**src/rtl/lcd_consts.svh**
```systemverilog
`ifndef LCD_CONSTS_SVH
`define LCD_CONSTS_SVH

// ---------------------------------------------------------------------------
// bus widths
// ---------------------------------------------------------------------------
`define LCD_NIBBLE_WIDTH 4      // 4-bit interface, DB7..DB4
`define LCD_BYTE_WIDTH 8        // command or character

// ---------------------------------------------------------------------------
// enable pulse shape, in clock cycles
// ---------------------------------------------------------------------------
`define LCD_SETUP_CYCLES 2      // data and rs stable before enable rises
`define LCD_ENABLE_CYCLES 12    // enable high time
`define LCD_HOLD_CYCLES 1       // data held after enable falls

// pause between upper and lower nibble of one byte
`define LCD_NIBBLE_GAP_US 1

// ---------------------------------------------------------------------------
// controller waits, in microseconds
// ---------------------------------------------------------------------------
`define LCD_WAIT_15MS_US 15000  // power-on settle
`define LCD_WAIT_4100_US 4100   // after first 0x3
`define LCD_WAIT_100_US 100     // after second 0x3
`define LCD_WAIT_40_US 40       // most commands and data
`define LCD_WAIT_1640_US 1640   // clear display

`define LCD_WAIT_COUNT_WIDTH 32 // enough for 15 ms at any sane clock

// transfers the nibble writer takes at once
`define LCD_CREDITS 1

`endif

```
**src/rtl/lcd_timing_pkg.sv**
```systemverilog
`default_nettype none
`include "lcd_consts.svh"

package lcd_timing_pkg;

   // which wait follows a sequencer step
   typedef enum logic [2:0]
   {
      wait15ms,       // power-on
      wait4100us,     // after first init nibble
      wait100us,      // after second init nibble
      wait40us,       // default command/data wait
      wait1640us      // clear display
   } waitSel_t;

   // cycle counter for waits and pulse phases
   typedef logic [`LCD_WAIT_COUNT_WIDTH-1:0] waitCount_t;

endpackage

`default_nettype wire

```
**src/rtl/lcd_bus_pkg.sv**
```systemverilog
`default_nettype none
`include "lcd_consts.svh"

package lcd_bus_pkg;

   // writer's view of a byte
   typedef struct packed
   {
      logic [`LCD_NIBBLE_WIDTH-1:0] upper;   // sent first
      logic [`LCD_NIBBLE_WIDTH-1:0] lower;   // sent second, or alone in init
   } lcdNibbles_t;

   // sequencer sees a whole code, writer sees two nibbles
   typedef union packed
   {
      logic [`LCD_BYTE_WIDTH-1:0] whole;     // command code or character
      lcdNibbles_t                nibbles;
   } lcdByte_t;

   // one transfer from sequencer to writer
   typedef struct packed
   {
      lcdByte_t value;
      logic     registerSelect;              // 0 command, 1 data
      logic     nibbleOnly;                  // lower nibble only, power-on init
   } lcdTransfer_t;

   // pins toward the display
   typedef struct packed
   {
      logic                         enable;
      logic                         registerSelect;
      logic                         readWrite;       // write only
      logic                         strataFlashOff;  // keeps flash off the shared bus
      logic [`LCD_NIBBLE_WIDTH-1:0] data;
   } lcdPins_t;

endpackage

`default_nettype wire

```
**src/rtl/lcdDelayTimer.sv**
```systemverilog
`timescale 1ns/10ps
`default_nettype none
`include "lcd_consts.svh"

module lcdDelayTimer #(
   parameter int ClockMhz = 50                      // cycles per microsecond
) (
   input  logic                     Clock,
   input  logic                     arstN,
   input  logic                     waitStart,
   input  lcd_timing_pkg::waitSel_t waitSel,
   output logic                     waitDone
);

   lcd_timing_pkg::waitCount_t waitUs;              // selected wait in us
   lcd_timing_pkg::waitCount_t waitCount;           // cycles left
   logic                       running;

   // microseconds for each wait
   always_comb
   begin
      case (waitSel)
         lcd_timing_pkg::wait15ms:   waitUs = `LCD_WAIT_15MS_US;
         lcd_timing_pkg::wait4100us: waitUs = `LCD_WAIT_4100_US;
         lcd_timing_pkg::wait100us:  waitUs = `LCD_WAIT_100_US;
         lcd_timing_pkg::wait1640us: waitUs = `LCD_WAIT_1640_US;
         default:                    waitUs = `LCD_WAIT_40_US;
      endcase
   end

   always_ff @(posedge Clock or negedge arstN)
   begin
      if (!arstN)
      begin
         running   <= 1'b0;
         waitCount <= '0;
      end
      else if (waitStart)
      begin
         running   <= 1'b1;
         waitCount <= waitUs * ClockMhz - 1;        // zero lands on cycle N
      end
      else if (running)
      begin
         if (waitCount == '0)
            running <= 1'b0;                        // done shown this cycle
         else
            waitCount <= waitCount - 1'b1;
      end
   end

   assign waitDone = running && (waitCount == '0);  // one-cycle pulse

   // sequencer only restarts after it has seen the previous done
   assert property (@(posedge Clock) disable iff (!arstN) waitStart |-> !running);

endmodule

`default_nettype wire

```
**src/rtl/lcdNibbleWriter.sv**
```systemverilog
`timescale 1ns/10ps
`default_nettype none
`include "lcd_consts.svh"

module lcdNibbleWriter #(
   parameter int ClockMhz = 50                          // cycles per microsecond
) (
   input  logic                      Clock,
   input  logic                      arstN,
   input  lcd_bus_pkg::lcdTransfer_t transfer,
   input  logic                      transferValid,
   output logic                      creditReturn,
   output lcd_bus_pkg::lcdPins_t     lcd
);

   // each phase runs until its counter load counts down to zero
   localparam lcd_timing_pkg::waitCount_t SetupLoad  = `LCD_SETUP_CYCLES - 1;
   localparam lcd_timing_pkg::waitCount_t EnableLoad = `LCD_ENABLE_CYCLES - 1;
   localparam lcd_timing_pkg::waitCount_t HoldLoad   = `LCD_HOLD_CYCLES - 1;
   localparam lcd_timing_pkg::waitCount_t GapLoad    = `LCD_NIBBLE_GAP_US * ClockMhz - 1;

   typedef enum logic [2:0]
   {
      phIdle,
      phSetup,        // data out, enable low
      phEnable,       // enable high
      phHold,         // enable low, data kept
      phGap           // pause before lower nibble
   } phase_t;

   phase_t                       phase;
   lcd_timing_pkg::waitCount_t   phaseCount;
   logic                         countDone;
   logic                         secondPending;         // lower nibble still to go
   logic                         selectReg;
   logic [`LCD_NIBBLE_WIDTH-1:0] dataNibble;            // nibble on the pins
   logic [`LCD_NIBBLE_WIDTH-1:0] lowerNibble;           // parked second half

   assign countDone = (phaseCount == '0);

   // ------------------------------------------------------------------------
   // phase machine
   // ------------------------------------------------------------------------
   always_ff @(posedge Clock or negedge arstN)
   begin
      if (!arstN)
      begin
         phase         <= phIdle;
         phaseCount    <= '0;
         secondPending <= 1'b0;
         selectReg     <= 1'b0;
         dataNibble    <= '0;
      end
      else
      begin
         if (phase != phIdle && !countDone)
            phaseCount <= phaseCount - 1'b1;            // phase changes reload below
         case (phase)
            phIdle:
               if (transferValid)
               begin
                  phase         <= phSetup;
                  phaseCount    <= SetupLoad;
                  selectReg     <= transfer.registerSelect;
                  secondPending <= !transfer.nibbleOnly;
                  dataNibble    <= transfer.nibbleOnly ? transfer.value.nibbles.lower
                                                       : transfer.value.nibbles.upper;
               end
            phSetup:
               if (countDone)
               begin
                  phase      <= phEnable;
                  phaseCount <= EnableLoad;
               end
            phEnable:
               if (countDone)
               begin
                  phase      <= phHold;
                  phaseCount <= HoldLoad;
               end
            phHold:
               if (countDone)
               begin
                  phase      <= secondPending ? phGap : phIdle;
                  phaseCount <= GapLoad;                // only used by the gap
               end
            phGap:
               if (countDone)
               begin
                  phase         <= phSetup;
                  phaseCount    <= SetupLoad;
                  secondPending <= 1'b0;
                  dataNibble    <= lowerNibble;         // same shape again
               end
            default:
               phase <= phIdle;
         endcase
      end
   end

   // second half of a byte
   always_ff @(posedge Clock)
   begin
      if (phase == phIdle && transferValid)
         lowerNibble <= transfer.value.nibbles.lower;
   end

   // last hold cycle of the last nibble
   assign creditReturn = (phase == phHold) && countDone && !secondPending;

   assign lcd = '{
      enable:         (phase == phEnable),
      registerSelect: selectReg,
      readWrite:      1'b0,                             // never read back
      strataFlashOff: 1'b1,
      data:           dataNibble
   };

   // display latches on the falling edge, so the bus must not move under enable
   assert property (@(posedge Clock) disable iff (!arstN)
      lcd.enable |=> !lcd.enable || ($stable(lcd.data) && $stable(lcd.registerSelect)));

   // sequencer holds no credit while a transfer is in flight
   assert property (@(posedge Clock) disable iff (!arstN)
      transferValid |-> phase == phIdle);

endmodule

`default_nettype wire

```
**src/rtl/lcdStartupSequencer.sv**
```systemverilog
`timescale 1ns/10ps
`default_nettype none
`include "lcd_consts.svh"

module lcdStartupSequencer (
   input  logic                      Clock,
   input  logic                      arstN,
   output lcd_bus_pkg::lcdTransfer_t transfer,
   output logic                      transferValid,
   input  logic                      creditReturn,
   output logic                      waitStart,
   output lcd_timing_pkg::waitSel_t  waitSel,
   input  logic                      waitDone,
   output logic                      done
);

   localparam int StepWidth   = 5;
   localparam int LastStep    = 19;                     // leading wait + 19 transfers
   localparam int CreditWidth = $clog2(`LCD_CREDITS + 1) + 1;  // spare bit shows overflow
   localparam logic [10*`LCD_BYTE_WIDTH-1:0] Phrase = "Hola Mundo";

   typedef struct packed
   {
      lcd_bus_pkg::lcdTransfer_t transfer;
      lcd_timing_pkg::waitSel_t  waitSel;               // wait after the transfer
   } stepEntry_t;

   typedef enum logic [2:0]
   {
      stIssue,        // send the step's transfer
      stCredit,       // writer busy
      stStartWait,    // kick the delay timer
      stWaiting,
      stDone
   } state_t;

   state_t                 state;
   logic [StepWidth-1:0]   step;
   logic [CreditWidth-1:0] credits;
   stepEntry_t             romEntry;

   function automatic stepEntry_t makeStep(
      input logic [`LCD_BYTE_WIDTH-1:0] code,
      input logic                       select,
      input logic                       nibbleOnly,
      input lcd_timing_pkg::waitSel_t   sel
   );
      stepEntry_t entry;
      entry.transfer.value.whole     = code;
      entry.transfer.registerSelect  = select;
      entry.transfer.nibbleOnly      = nibbleOnly;
      entry.waitSel                  = sel;
      return entry;
   endfunction

   // ------------------------------------------------------------------------
   // step ROM of power-on init then configuration then phrase
   // ------------------------------------------------------------------------
   always_comb
   begin
      case (step)
         5'd0:    romEntry = makeStep(8'h00, 1'b0, 1'b1, lcd_timing_pkg::wait15ms);
         5'd1:    romEntry = makeStep(8'h03, 1'b0, 1'b1, lcd_timing_pkg::wait4100us);
         5'd2:    romEntry = makeStep(8'h03, 1'b0, 1'b1, lcd_timing_pkg::wait100us);
         5'd3:    romEntry = makeStep(8'h03, 1'b0, 1'b1, lcd_timing_pkg::wait40us);
         5'd4:    romEntry = makeStep(8'h02, 1'b0, 1'b1, lcd_timing_pkg::wait40us);
         5'd5:    romEntry = makeStep(8'h28, 1'b0, 1'b0, lcd_timing_pkg::wait40us);
         5'd6:    romEntry = makeStep(8'h06, 1'b0, 1'b0, lcd_timing_pkg::wait40us);
         5'd7:    romEntry = makeStep(8'h0C, 1'b0, 1'b0, lcd_timing_pkg::wait40us);
         5'd8:    romEntry = makeStep(8'h01, 1'b0, 1'b0, lcd_timing_pkg::wait1640us);
         5'd9:    romEntry = makeStep(8'h80, 1'b0, 1'b0, lcd_timing_pkg::wait40us);
         default: romEntry = makeStep(Phrase[`LCD_BYTE_WIDTH * (LastStep - step) +: 8],
                                      1'b1, 1'b0, lcd_timing_pkg::wait40us);
      endcase
   end

   assign transfer = romEntry.transfer;
   assign waitSel  = romEntry.waitSel;

   // ------------------------------------------------------------------------
   // step walker
   // ------------------------------------------------------------------------
   always_ff @(posedge Clock or negedge arstN)
   begin
      if (!arstN)
      begin
         state <= stIssue;
         step  <= '0;
      end
      else
      begin
         case (state)
            stIssue:
               if (step == '0)
                  state <= stStartWait;                 // leading wait, nothing to send
               else if (transferValid)
                  state <= stCredit;
            stCredit:
               if (creditReturn)
                  state <= stStartWait;
            stStartWait:
               state <= stWaiting;
            stWaiting:
               if (waitDone)
               begin
                  if (step == StepWidth'(LastStep))
                     state <= stDone;                   // parked until reset
                  else
                  begin
                     state <= stIssue;
                     step  <= step + 1'b1;
                  end
               end
            default:
               state <= stDone;
         endcase
      end
   end

   // spent on send, back on writer's return
   always_ff @(posedge Clock or negedge arstN)
   begin
      if (!arstN)
         credits <= CreditWidth'(`LCD_CREDITS);
      else
         credits <= credits - CreditWidth'(transferValid) + CreditWidth'(creditReturn);
   end

   assign transferValid = (state == stIssue) && (step != '0) && (credits != '0);
   assign waitStart     = (state == stStartWait);
   assign done          = (state == stDone);

   // once the last credit goes out, nothing else is sent until the writer returns it
   assert property (@(posedge Clock) disable iff (!arstN)
      (transferValid && credits == CreditWidth'(1)) |=> !transferValid until creditReturn);

   // writer never returns more than it was given
   assert property (@(posedge Clock) disable iff (!arstN)
      credits <= CreditWidth'(`LCD_CREDITS));

endmodule

`default_nettype wire

```
**src/rtl/lcdHelloTop.sv**
```systemverilog
`timescale 1ns/10ps
`default_nettype none

module lcdHelloTop #(
   parameter int ClockMhz = 50                  // board clock in MHz
) (
   input  logic                  Clock,
   input  logic                  arstN,
   output lcd_bus_pkg::lcdPins_t lcd,
   output logic                  done
);

   lcd_bus_pkg::lcdTransfer_t transfer;         // sequencer to writer
   logic                      transferValid;
   logic                      creditReturn;
   lcd_timing_pkg::waitSel_t  waitSel;          // sequencer to timer
   logic                      waitStart;
   logic                      waitDone;

   // init, configuration and phrase steps
   lcdStartupSequencer sequencer (
      .Clock         (Clock),
      .arstN         (arstN),
      .transfer      (transfer),
      .transferValid (transferValid),
      .creditReturn  (creditReturn),
      .waitStart     (waitStart),
      .waitSel       (waitSel),
      .waitDone      (waitDone),
      .done          (done)
   );

   // controller waits between steps
   lcdDelayTimer #(
      .ClockMhz (ClockMhz)
   ) delayTimer (
      .Clock     (Clock),
      .arstN     (arstN),
      .waitStart (waitStart),
      .waitSel   (waitSel),
      .waitDone  (waitDone)
   );

   // nibbles and enable pulses on the pins
   lcdNibbleWriter #(
      .ClockMhz (ClockMhz)
   ) nibbleWriter (
      .Clock         (Clock),
      .arstN         (arstN),
      .transfer      (transfer),
      .transferValid (transferValid),
      .creditReturn  (creditReturn),
      .lcd           (lcd)
   );

endmodule

`default_nettype wire

```
**config.mk**
```make
export PLATFORM = sky130hd
export DESIGN_NAME = lcdHelloTop
export DESIGN_NICKNAME = d
export VERILOG_FILES = /design/src/rtl/lcd_timing_pkg.sv /design/src/rtl/lcd_bus_pkg.sv /design/src/rtl/lcdDelayTimer.sv /design/src/rtl/lcdNibbleWriter.sv /design/src/rtl/lcdStartupSequencer.sv /design/src/rtl/lcdHelloTop.sv
export VERILOG_INCLUDE_DIRS = /design/src /design/src/rtl
export SDC_FILE = /design/constraint.sdc
export NUM_CORES = 1
export LEC_CHECK = 0
export BUFFER_PORTS_ARGS = -buffer_cell sky130_fd_sc_hd__clkbuf_2
export CORE_MARGIN = 1.5
export CORE_UTILIZATION = 65
export DETAILED_ROUTE_END_ITERATION = 10
export GPL_ROUTABILITY_DRIVEN = 0
export PLACE_DENSITY = 0.8
export SLEW_MARGIN = 20
export SYNTH_ARGS = -nofsm -noshare
export SYNTH_HDL_FRONTEND = slang
export SYNTH_SLANG_ARGS = --single-unit
```
**constraint.sdc**
```tcl
create_clock -name Clock -period 15.2 [get_ports Clock]
set_input_delay 0.76 -clock Clock [delete_from_list [all_inputs] [get_ports Clock]]
set_output_delay 0.76 -clock Clock [all_outputs]
set_load 0.02 [all_outputs]
```
# After elaboration in Yosys (flattened, before gate mapping)
# Index checks and enable logic that the tools add are counted.
[totals] output_inout_bits=9 reg_bits=88
[op_classes] add_sub_neg=7 n_bitwise=1 n_eq_ne=30 n_shift=1 mul=1 muxes=34 reduce_logical=27
[op_table] operator="32-bit two-way mux" n=9
[op_table] operator="32-bit case mux with 5 select lines" n=1
[op_table] operator="13-bit case mux with 10 select lines" n=1
[op_table] operator="32-bit by 1-bit subtractor with 32-bit output, second input constant" n=3
[op_table] operator="80-bit by 33-bit variable part select with 8-bit output, first input constant" n=1
[op_table] operator="32-bit zero test" n=2
[op_table] operator="14-bit case mux with 4 select lines" n=1
[op_table] operator="3-bit two-way mux" n=10
[op_table] operator="5-bit by 3-bit equality test with 1-bit output, second input constant" n=4
[op_table] operator="14-bit by 5-bit multiplier with 19-bit output, second input constant" n=1
[op_table] operator="2-bit by 1-bit != test with 1-bit output, second input constant" n=8
[op_table] operator="3-bit by 2-bit equality test with 1-bit output, second input constant" n=5
[op_table] operator="3-bit case mux with 5 select lines" n=1
[op_table] operator="4-bit two-way mux" n=3
[op_table] operator="3-bit case mux with 4 select lines" n=1
[op_table] operator="5-bit by 2-bit equality test with 1-bit output, second input constant" n=2
[op_table] operator="5-bit by 4-bit equality test with 1-bit output, second input constant" n=2
[op_table] operator="3-bit by 1-bit equality test with 1-bit output, second input constant" n=3
[op_table] operator="3-bit equality test, second input constant" n=3
[op_table] operator="3-bit zero test" n=3
[op_table] operator="3-bit AND reduction" n=3
[op_table] operator="4-bit case mux with 2 select lines" n=1
[op_table] operator="1-bit logical AND" n=7
[op_table] operator="2-bit nonzero test" n=3
[op_table] operator="other kinds (16)" n=23

# Logic depth before layout (Yosys ltp)
# Gate-level depths: netlist of the first run.
[depth] word_depth=8 depth_mapped=19

# By module
# Synthesis of the first run repeated with hierarchy kept, for this count alone.
[hier_totals] hier_cells=705 area_unflattened_um2=6362.4
[modules_own_cells] mod="lcdDelayTimer" cells_per_inst=311 area_each_um2=2780.2 instances=1
[modules_own_cells] mod="lcdNibbleWriter" cells_per_inst=271 area_each_um2=2590.0 instances=1
[modules_own_cells] mod="lcdStartupSequencer" cells_per_inst=123 area_each_um2=992.2 instances=1

# Worst setup path after synthesis of the first run
# No wires, ideal clock.
[synth_timing] path_kind="reg2reg" start="register sequencer.step[1]" end="register delayTimer.waitCount[21]" required_ns=15.106 slack_ns=9.855 stages_incl_launch_ff=18 setup_time_ns=0.094 path_buffers=2 arrival_ns=5.251 period_less_slack_ns=5.345 cell_sequence="dfrtp_1 > inv_1 > ha_1 > clkbuf_1 > nor4_1 > o211ai_1 > nor3_1 > inv_1 > ha_1 > ha_1 > ha_1 > ha_1 > and3_1 > or4_1 > clkbuf_1 > a2111oi_0 > a21oi_1 > a211oi_1"
[synth_between] elab_chain_cells=7 word_cells_on_any_way=19
[synth_rtl] element="start: declaration" line_no="lcdStartupSequencer.sv:38" text="logic [StepWidth-1:0] step;"
[synth_rtl] element="start signal: assignment" line_no="lcdStartupSequencer.sv:111" text="step <= step + 1'b1;"
[synth_rtl] element="5-bit by 4-bit equality test with 1-bit output, or another cell as far along" line_no="lcdStartupSequencer.sv:61" text="case (step)"
[synth_rtl] element="13-bit case mux with 10 select lines (*)" line_no="lcdStartupSequencer.sv:61"
[synth_rtl] element="3-bit equality test, or another cell as far along" line_no="lcdDelayTimer.sv:22" text="case (waitSel)"
[synth_rtl] element="14-bit case mux with 4 select lines (*)" line_no="lcdDelayTimer.sv:22"
[synth_rtl] element="14-bit by 5-bit multiplier with 19-bit output (*)" line_no="lcdDelayTimer.sv:41" text="waitCount <= waitUs * ClockMhz - 1;"
[synth_rtl] element="32-bit by 1-bit subtractor with 32-bit output (*)" line_no="lcdDelayTimer.sv:41"
[synth_rtl] element="32-bit two-way mux (*)" line_no="lcdDelayTimer.sv:38" text="else if (waitStart)"
[synth_rtl] element="end signal: assignment" line_no="lcdDelayTimer.sv:41"
[synth_rtl] element="end signal: assignment" line_no="lcdDelayTimer.sv:48" text="waitCount <= waitCount - 1'b1;"
[synth_rtl] element="end: declaration" line_no="lcdDelayTimer.sv:16" text="lcd_timing_pkg::waitCount_t waitCount;"
# Mark *: on every way between the ends. The rest lies on a longest branch, timed or not.
# A chain may end at the register's enable or synchronous reset.

# Worst setup path after layout of the first run
[layout_timing] start="register sequencer.step[0]" end="register delayTimer.waitCount[29]"
# Same word-level chain as after synthesis.

==> flow_summary.json, run 1 <==
{
  "grt_pass1_wl_um": 22700,
  "ir_drop_mv": 0.0466,
  "drc": 0,
  "place_inst": 781,
  "yosysMostFrequentCell": "dfrtp_1",
  "cp_max_fo": 12,
  "nets": 719,
  "synthFlopType": "dfrtp_1",
  "initial_core_util_pct": 66.8,
  "synthToLayoutAreaGrowth_pct": 3.99,
  "post-route-period-util_pct": 39.3,
  "drt_iter0_markers": 328,
  "cts_resized": 0,
  "startpoint_type": "register",
  "grt_pass1_vias": 4930,
  "antenna_found_initial": 0,
  "grt_util_all_layers_pct": 28.0,
  "tightest_slew_ns": 0.855,
  "yosys.area.top_type": "dfrtp_1",
  "finalWirelength_um": 13500,
  "worst_hold_slack_ns": 0.293,
  "fin_ws_ns": 9.23,
  "final_layout_size_suffix_gt1_share_pct": 8.44,
  "placementRows": 35,
  "synthArstFlopShare_pct": 95.5,
  "synth_compound_area_share_pct": 17.5,
  "cts-root-buf": "clkbuf_8",
  "r2r_cells": 15,
  "muxShareOfSynthArea_pct": 1.51,
  "p_per_area_nw_per_um2": 63.9,
  "critical_path_class": "register to register",
  "vias_per_cell": 6.54,
  "clk-insertion-delay-late_ns": 0.37,
  "syn_area_per_cell_um2": 8.88,
  "grt_max_degree": 60,
  "end_kind": "register",
  "synth_edf_count": 4,
  "io_pins": 11,
  "num_vias": 5216,
  "wl_per_cell_um": 16.9,
  "postRouteAntennaNets": 0,
  "htree_levels": 3,
  "maxCapViolCount": 0,
  "seq_area_frac_synth_pct": 36.2,
  "synth_top_family_by_area": "simple AND/OR/NAND/NOR gates",
  "rsz0062_at_grt": "false",
  "hold_buffers": 0,
  "synth_area_leaders": "dfrtp_1 (34%), ha_1 (6.9%), xnor2_1 (4.7%)",
  "postCtsSetupBuffers": 0,
  "setup_viol": 0,
  "numPortBuffers": 8,
  "clkTransAtPathRegs_ns": 0.09,
  "yosys.area_share.adder_pct": 7.25,
  "overflow": 0,
  "maxSlewHeadroom_pct": 41.5,
  "period_minus_slack_ns": 5.97,
  "hp-class": "input pin to asynchronous set/reset pin",
  "ys_types": 84,
  "synth_cells": 692,
  "cts_buffer_depth": 2,
  "pre_cts_ws_ns": 9.03,
  "fmax_mhz": 168,
  "finalClockSkew_ns": 0.0162,
  "crit_arrival_ns": 6.23,
  "totalNegativeSetupSlack_ns": 0,
  "numCtsBuffers": 9,
  "crit_required_ns": 15.46,
  "fp.dieW_um": 100,
  "drv_slew": 0,
  "hold_viol_final": 0,
  "dpl.hpwl_um": 9580,
  "leakage_nw": 2.86,
  "status": "completed",
  "dr.pass1.iters": 5,
  "power_mw": 0.409,
  "dieArea_um2": 10000,
  "die_h_um": 100,
  "synth-seq-cells": 88,
  "synth_common_cells": "dfrtp_1 (83), nor2_1 (67), a21oi_1 (47), o21ai_0 (40), nand2_1 (38)",
  "synth_xor_area_share_pct": 8.88,
  "synthesis.area_um2": 6140,
  "antenna_cells": 0,
  "cts_tree": "done",
  "clock_sinks": 88,
  "final_cells": 798,
  "synth_top_area_share_pct": 33.8,
  "core-area_um2": 9200,
  "yosys.area_share.simple_pct": 23.5,
  "yosys_warnings": 0
}
-- registers in the layout, indices dropped and copies added (netlist names) --
register and flops:
nibbleWriter.phase 3, sequencer.step 5, nibbleWriter.lowerNibble 4, nibbleWriter.phaseCount 32, sequencer.credits 2, delayTimer.running 1, nibbleWriter.dataNibble 4, sequencer.state 3
delayTimer.waitCount 32, nibbleWriter.secondPending 1, nibbleWriter.selectReg 1
-- worst paths after layout --
kind	from	end	slack, ns
worst min register to register	sequencer.credits[1]$_DFF_PN0_	sequencer.credits[1]$_DFF_PN0_	0.48
worst max-delay path	sequencer.step[0]$_DFFE_PN0P_	delayTimer.waitCount[29]$_DFFE_PN0P_	9.23
max in group asynchronous	arstN	nibbleWriter.dataNibble[2]$_DFFE_PN0P_	13.87
min in group Clock	sequencer.credits[1]$_DFF_PN0_	sequencer.credits[1]$_DFF_PN0_	0.48
worst max register to register	sequencer.step[0]$_DFFE_PN0P_	delayTimer.waitCount[29]$_DFFE_PN0P_	9.23
worst min-delay path	arstN	delayTimer.waitCount[26]$_DFFE_PN0P_	0.29
-- cell type report --
type	count	area [um^2]
multi-input combinational	539	3630
fill	709	2810
sequential	88	2220
tap	111	139
clock buffer	9	124
inverter	31	116
timing repair buffer	13	83.8
clock inverter	7	77.6
-- stage by stage --
stage          area (um^2)  utilization [%]
5_1_grt               6390             69.5
3_3_place_gp          6170             67.1
4_1_cts               6370             69.3
6_report              6390             69.5
3_5_place_dp          6170             67.1
2_1_floorplan         6150                -
-- layout by cell type, fill, tap and decap left out, drive strengths merged, types with 10 or more instances in the layout --
cell / count
o31ai: 11
nor2: 67
nor4: 13
nand2: 39
a21oi: 47
nor3: 37
ha: 34
clkbuf: 16
o21ai: 41
xor2: 24
xnor2: 33
nand4: 15
nand3: 18
or4: 11
inv: 33
a211oi: 10
or3: 17
dfrtp: 83
-- where the power goes --
| part | switching, mW | internal (mW) |
|---|---|---|
| Clock | 0.0898 | 0.0774 |
| Sequential | 0.000112 | 0.235 |
| Combinational | 0.00517 | 0.000733 |
| Total | 0.0951 | 0.313 |
-- per-layer routing --
metal  vias up  global-route usage, %  wire (um)
li1       2492                      -          -
met1      2523                   38.5       6030
met2       165                   44.8       6390
met3        36                   4.25        709
met4         0                   11.3        327
met5         -                      0          0
-- cell families after synthesis --
kind of cell / after synthesis
XOR/XNOR: 59
other: 2
multiplexers: 9
buffers and inverters: 67
adder cells (fa/ha/maj): 35
AO/OA/AOI/OAI: 164
flip-flops: 88
AND/OR/NAND/NOR: 268
-- worst max-delay path: stages (launching register included) --
cell and delay, ns:
dfrtp_1 0.46, inv_1 0.17, ha_1 0.36, nor4_1 0.51, o211ai_1 0.39, nor3_2 0.63
inv_1 0.18, ha_1 0.34, ha_1 0.21, ha_1 0.28, ha_1 0.37, and3_1 0.20
or4_1 0.52, a2111oi_0 0.82, a21oi_1 0.14, a211oi_1 0.27
No activity file was read; power rests on OpenSTA's default activity.
==> run 2, diff against run 1 <==
--- a/config.mk
+++ b/config.mk
@@ -8,10 +8,10 @@
 export LEC_CHECK = 0
 export BUFFER_PORTS_ARGS = -buffer_cell sky130_fd_sc_hd__clkbuf_2
 export CORE_MARGIN = 1.5
-export CORE_UTILIZATION = 65
+export CORE_UTILIZATION = 58
 export DETAILED_ROUTE_END_ITERATION = 10
 export GPL_ROUTABILITY_DRIVEN = 0
-export PLACE_DENSITY = 0.8
+export PLACE_DENSITY = 0.75
 export SLEW_MARGIN = 20
 export SYNTH_ARGS = -nofsm -noshare
 export SYNTH_HDL_FRONTEND = slang
==> constraint.sdc (replaced) <==
create_clock -name Clock -period 5.37 [get_ports Clock]
set_input_delay 0.2685 -clock Clock [delete_from_list [all_inputs] [get_ports Clock]]
set_output_delay 0.2685 -clock Clock [all_outputs]
set_load 0.02 [all_outputs]
==> run 2 against run 1 <==
Against the previous run:
- the flow now finishes with violations (hold timing)
- clock power grew to 2.5 times the previous value
- via count fell by 0.79%
- non-clock buffer count grew 3
- fmax increased by 20%
- sequential power grew to 2.8 times the previous value
- final cell count up 3.5%
- die area grew 12%
- utilization shrank 7.1 points
- register-to-register slack worse by 8.8 ns
- largest cell class unchanged
==> flow_summary.json, run 2 (synthesized netlist as in run 1, its figures left out) <==
{
  "status": "finished, violations left",
  "violations": "hold timing",
  "postCtsSetupBuffers": 0,
  "final_layout_size_suffix_gt1_share_pct": 9.28,
  "slowest_stage": "or4_1",
  "maxSlewHeadroom_pct": 47.3,
  "numCtsBuffers": 9,
  "dr.pass1.iters": 5,
  "cpMostUsedCell": "ha_1",
  "dieArea_um2": 11200,
  "startpoint_type": "register",
  "leakage_nw": 2.86,
  "seqPwrFrac_pct": 60.2,
  "pre_cts_ws_ns": 0.124,
  "p_per_area_nw_per_um2": 172,
  "nets": 722,
  "grt_util_all_layers_pct": 25.4,
  "rsz0062_at_grt": "false",
  "critical-path-top-delay-family": "simple AND/OR/NAND/NOR gates",
  "crit_required_ns": 5.66,
  "drv_slew": 0,
  "synthToLayoutAreaGrowth_pct": 4.76,
  "tightest_slew_ns": 0.784,
  "finalClockSkew_ns": 0.00865,
  "clkTransAtPathRegs_ns": 0.09,
  "combPwrFrac_pct": 1.5,
  "antenna_cells": 0,
  "cp_max_fo": 9,
  "switching_share_pct": 24.4,
  "ir_drop_mv": 0.0939,
  "fp.dieW_um": 106,
  "drc": 0,
  "p_int_mw": 0.838,
  "clock_sinks": 88,
  "hold_viol_final": 83,
  "numPortBuffers": 8,
  "die_h_um": 106,
  "num_vias": 5175,
  "worst-path-buf-inv": 2,
  "fill_cells": 871,
  "grt_pass1_vias": 4925,
  "htree_levels": 3,
  "worst_hold_slack_ns": -0.0522,
  "grt_pass1_wl_um": 23100,
  "cpPeakStageDelay_ns": 0.53,
  "cts_tree": "done",
  "totalNegativeSetupSlack_ns": 0,
  "placementRows": 37,
  "clkPwrFrac_pct": 38.3,
  "wl_per_cell_um": 16.5,
  "drt_iter0_markers": 458,
  "path_cells": "inv_1 -> ha_1 -> or3_1 -> o2bb2ai_1 -> nor3_2 -> nor2_1 -> inv_1 -> ha_1 -> ha_1 -> ha_1 -> ha_1 -> and3_1 -> or4_1 -> a2111o_1 -> or3_1 -> a31oi_1",
  "finalWirelength_um": 13600,
  "cts_buffer_depth": 2,
  "core-area_um2": 10300,
  "io_pins": 11,
  "p_switching_mw": 0.270,
  "cts-root-buf": "clkbuf_8",
  "dpl.hpwl_um": 9500,
  "top_regs": "delayTimer.waitCount: 32 flops, nibbleWriter.phaseCount: 32 flops, sequencer.step: 5 flops",
  "critical_path_class": "register to register",
  "clk-insertion-delay-late_ns": 0.37,
  "postRouteAntennaNets": 0,
  "hp-class": "input pin to asynchronous set/reset pin",
  "overflow": 0,
  "period_minus_slack_ns": 4.99,
  "fmax_mhz": 201,
  "final_cell_mix": "dfrtp_1 (82), nor2_1 (67), a21oi_1 (47), o21ai_0 (39), nand2_1 (38)",
  "grt_max_degree": 85,
  "post-route-period-util_pct": 92.8,
  "vias_per_cell": 6.27,
  "maxCapViolCount": 0,
  "antenna_found_initial": 0,
  "final_common_cell": "dfrtp_1",
  "crit_arrival_ns": 5.28,
  "setup_viol": 0,
  "fin_ws_ns": 0.385,
  "initial_core_util_pct": 59.5,
  "end_kind": "register"
}
==> run 2: cell types whose count changed in the layout (fill, tap and decap cells not counted), sizes merged <==
cell,before,now
buf,6,9
clkinv,3,1
clkinvlp,1,3
bufinv,1,0
clkbuf,16,17
==> run 2: power groups by stage <==
| stage | registers (mW) | logic, mW | clock network (mW) |
|---|---|---|---|
| floorplan | 0.680 | 0.00445 | 0 |
| global placement | 0.680 | 0.0171 | 0 |
| detailed placement | 0.680 | 0.0175 | 0 |
| CTS | 0.666 | 0.0176 | 0.434 |
| global route | 0.667 | 0.0201 | 0.460 |
| finish | 0.666 | 0.0165 | 0.425 |
==> run 2: worst reg2reg max path, cell delays in order, from the launching register on <==
cell and delay (ns):
dfrtp_1 0.43, inv_1 0.15, ha_1 0.32, or3_1 0.39, o2bb2ai_1 0.18, nor3_2 0.36, nor2_1 0.17, inv_1 0.14
ha_1 0.24, ha_1 0.21, ha_1 0.30, ha_1 0.38, and3_1 0.18, or4_1 0.53, a2111o_1 0.47, or3_1 0.31
a31oi_1 0.16
==> run 2: per-stage QoR <==
step	hold WS, ns	std cells	cell area [um^2]	util, %	power, mW
after floorplan	-0.0271	694	6150	-	0.684
after global placement	0.461	809	6220	60.3	0.697
after global routing	0.0273	826	6440	62.4	1.15
after CTS	0.146	825	6390	61.9	1.12
after detailed placement	0.472	809	6220	60.3	0.697
final	-0.0522	826	6440	62.4	1.11
==> run 2: timing repair <==
item	4_1_cts	5_1_grt
endpoints found under the setup margin	0	10
resized for setup	0	8
hold buffers	0	0
==> run 2: final cells by class <==
type                    count  area (um^2)  area share [%]
multi-input cells         539         3640            56.6
inverters                  31          116            1.81
clock inverters             6         43.8           0.680
clock buffers              10          128            1.98
flip-flops and latches     88         2220            34.6
repair buffers             16          110            1.71
well taps                 136          170            2.64
==> run 2: worst paths after layout <==
kind | from | end | slack, ns | cells after the start
max | sequencer.step[1]$_DFFE_PN0P_ | delayTimer.waitCount[17]$_DFFE_PN0P_ | 0.38 | 16
max reg2reg | sequencer.step[1]$_DFFE_PN0P_ | delayTimer.waitCount[17]$_DFFE_PN0P_ | 0.38 | 16
min | arstN | nibbleWriter.phaseCount[17]$_DFF_PN0_ | -0.05 | 1
min reg2reg | sequencer.credits[1]$_DFF_PN0_ | sequencer.credits[1]$_DFF_PN0_ | 0.49 | 1
max in group asynchronous | arstN | sequencer.step[2]$_DFFE_PN0P_ | 4.85 | 1
min in group Clock | sequencer.credits[1]$_DFF_PN0_ | sequencer.credits[1]$_DFF_PN0_ | 0.49 | 1
==> run 2: per-layer routing <==
metal,vias to the layer above,GRT usage (%),wire length (um)
met5,-,0,0
met3,17,3.37,595
met4,0,9.27,202
met1,2513,34.3,6350
li1,2494,-,-
met2,151,42.1,6500
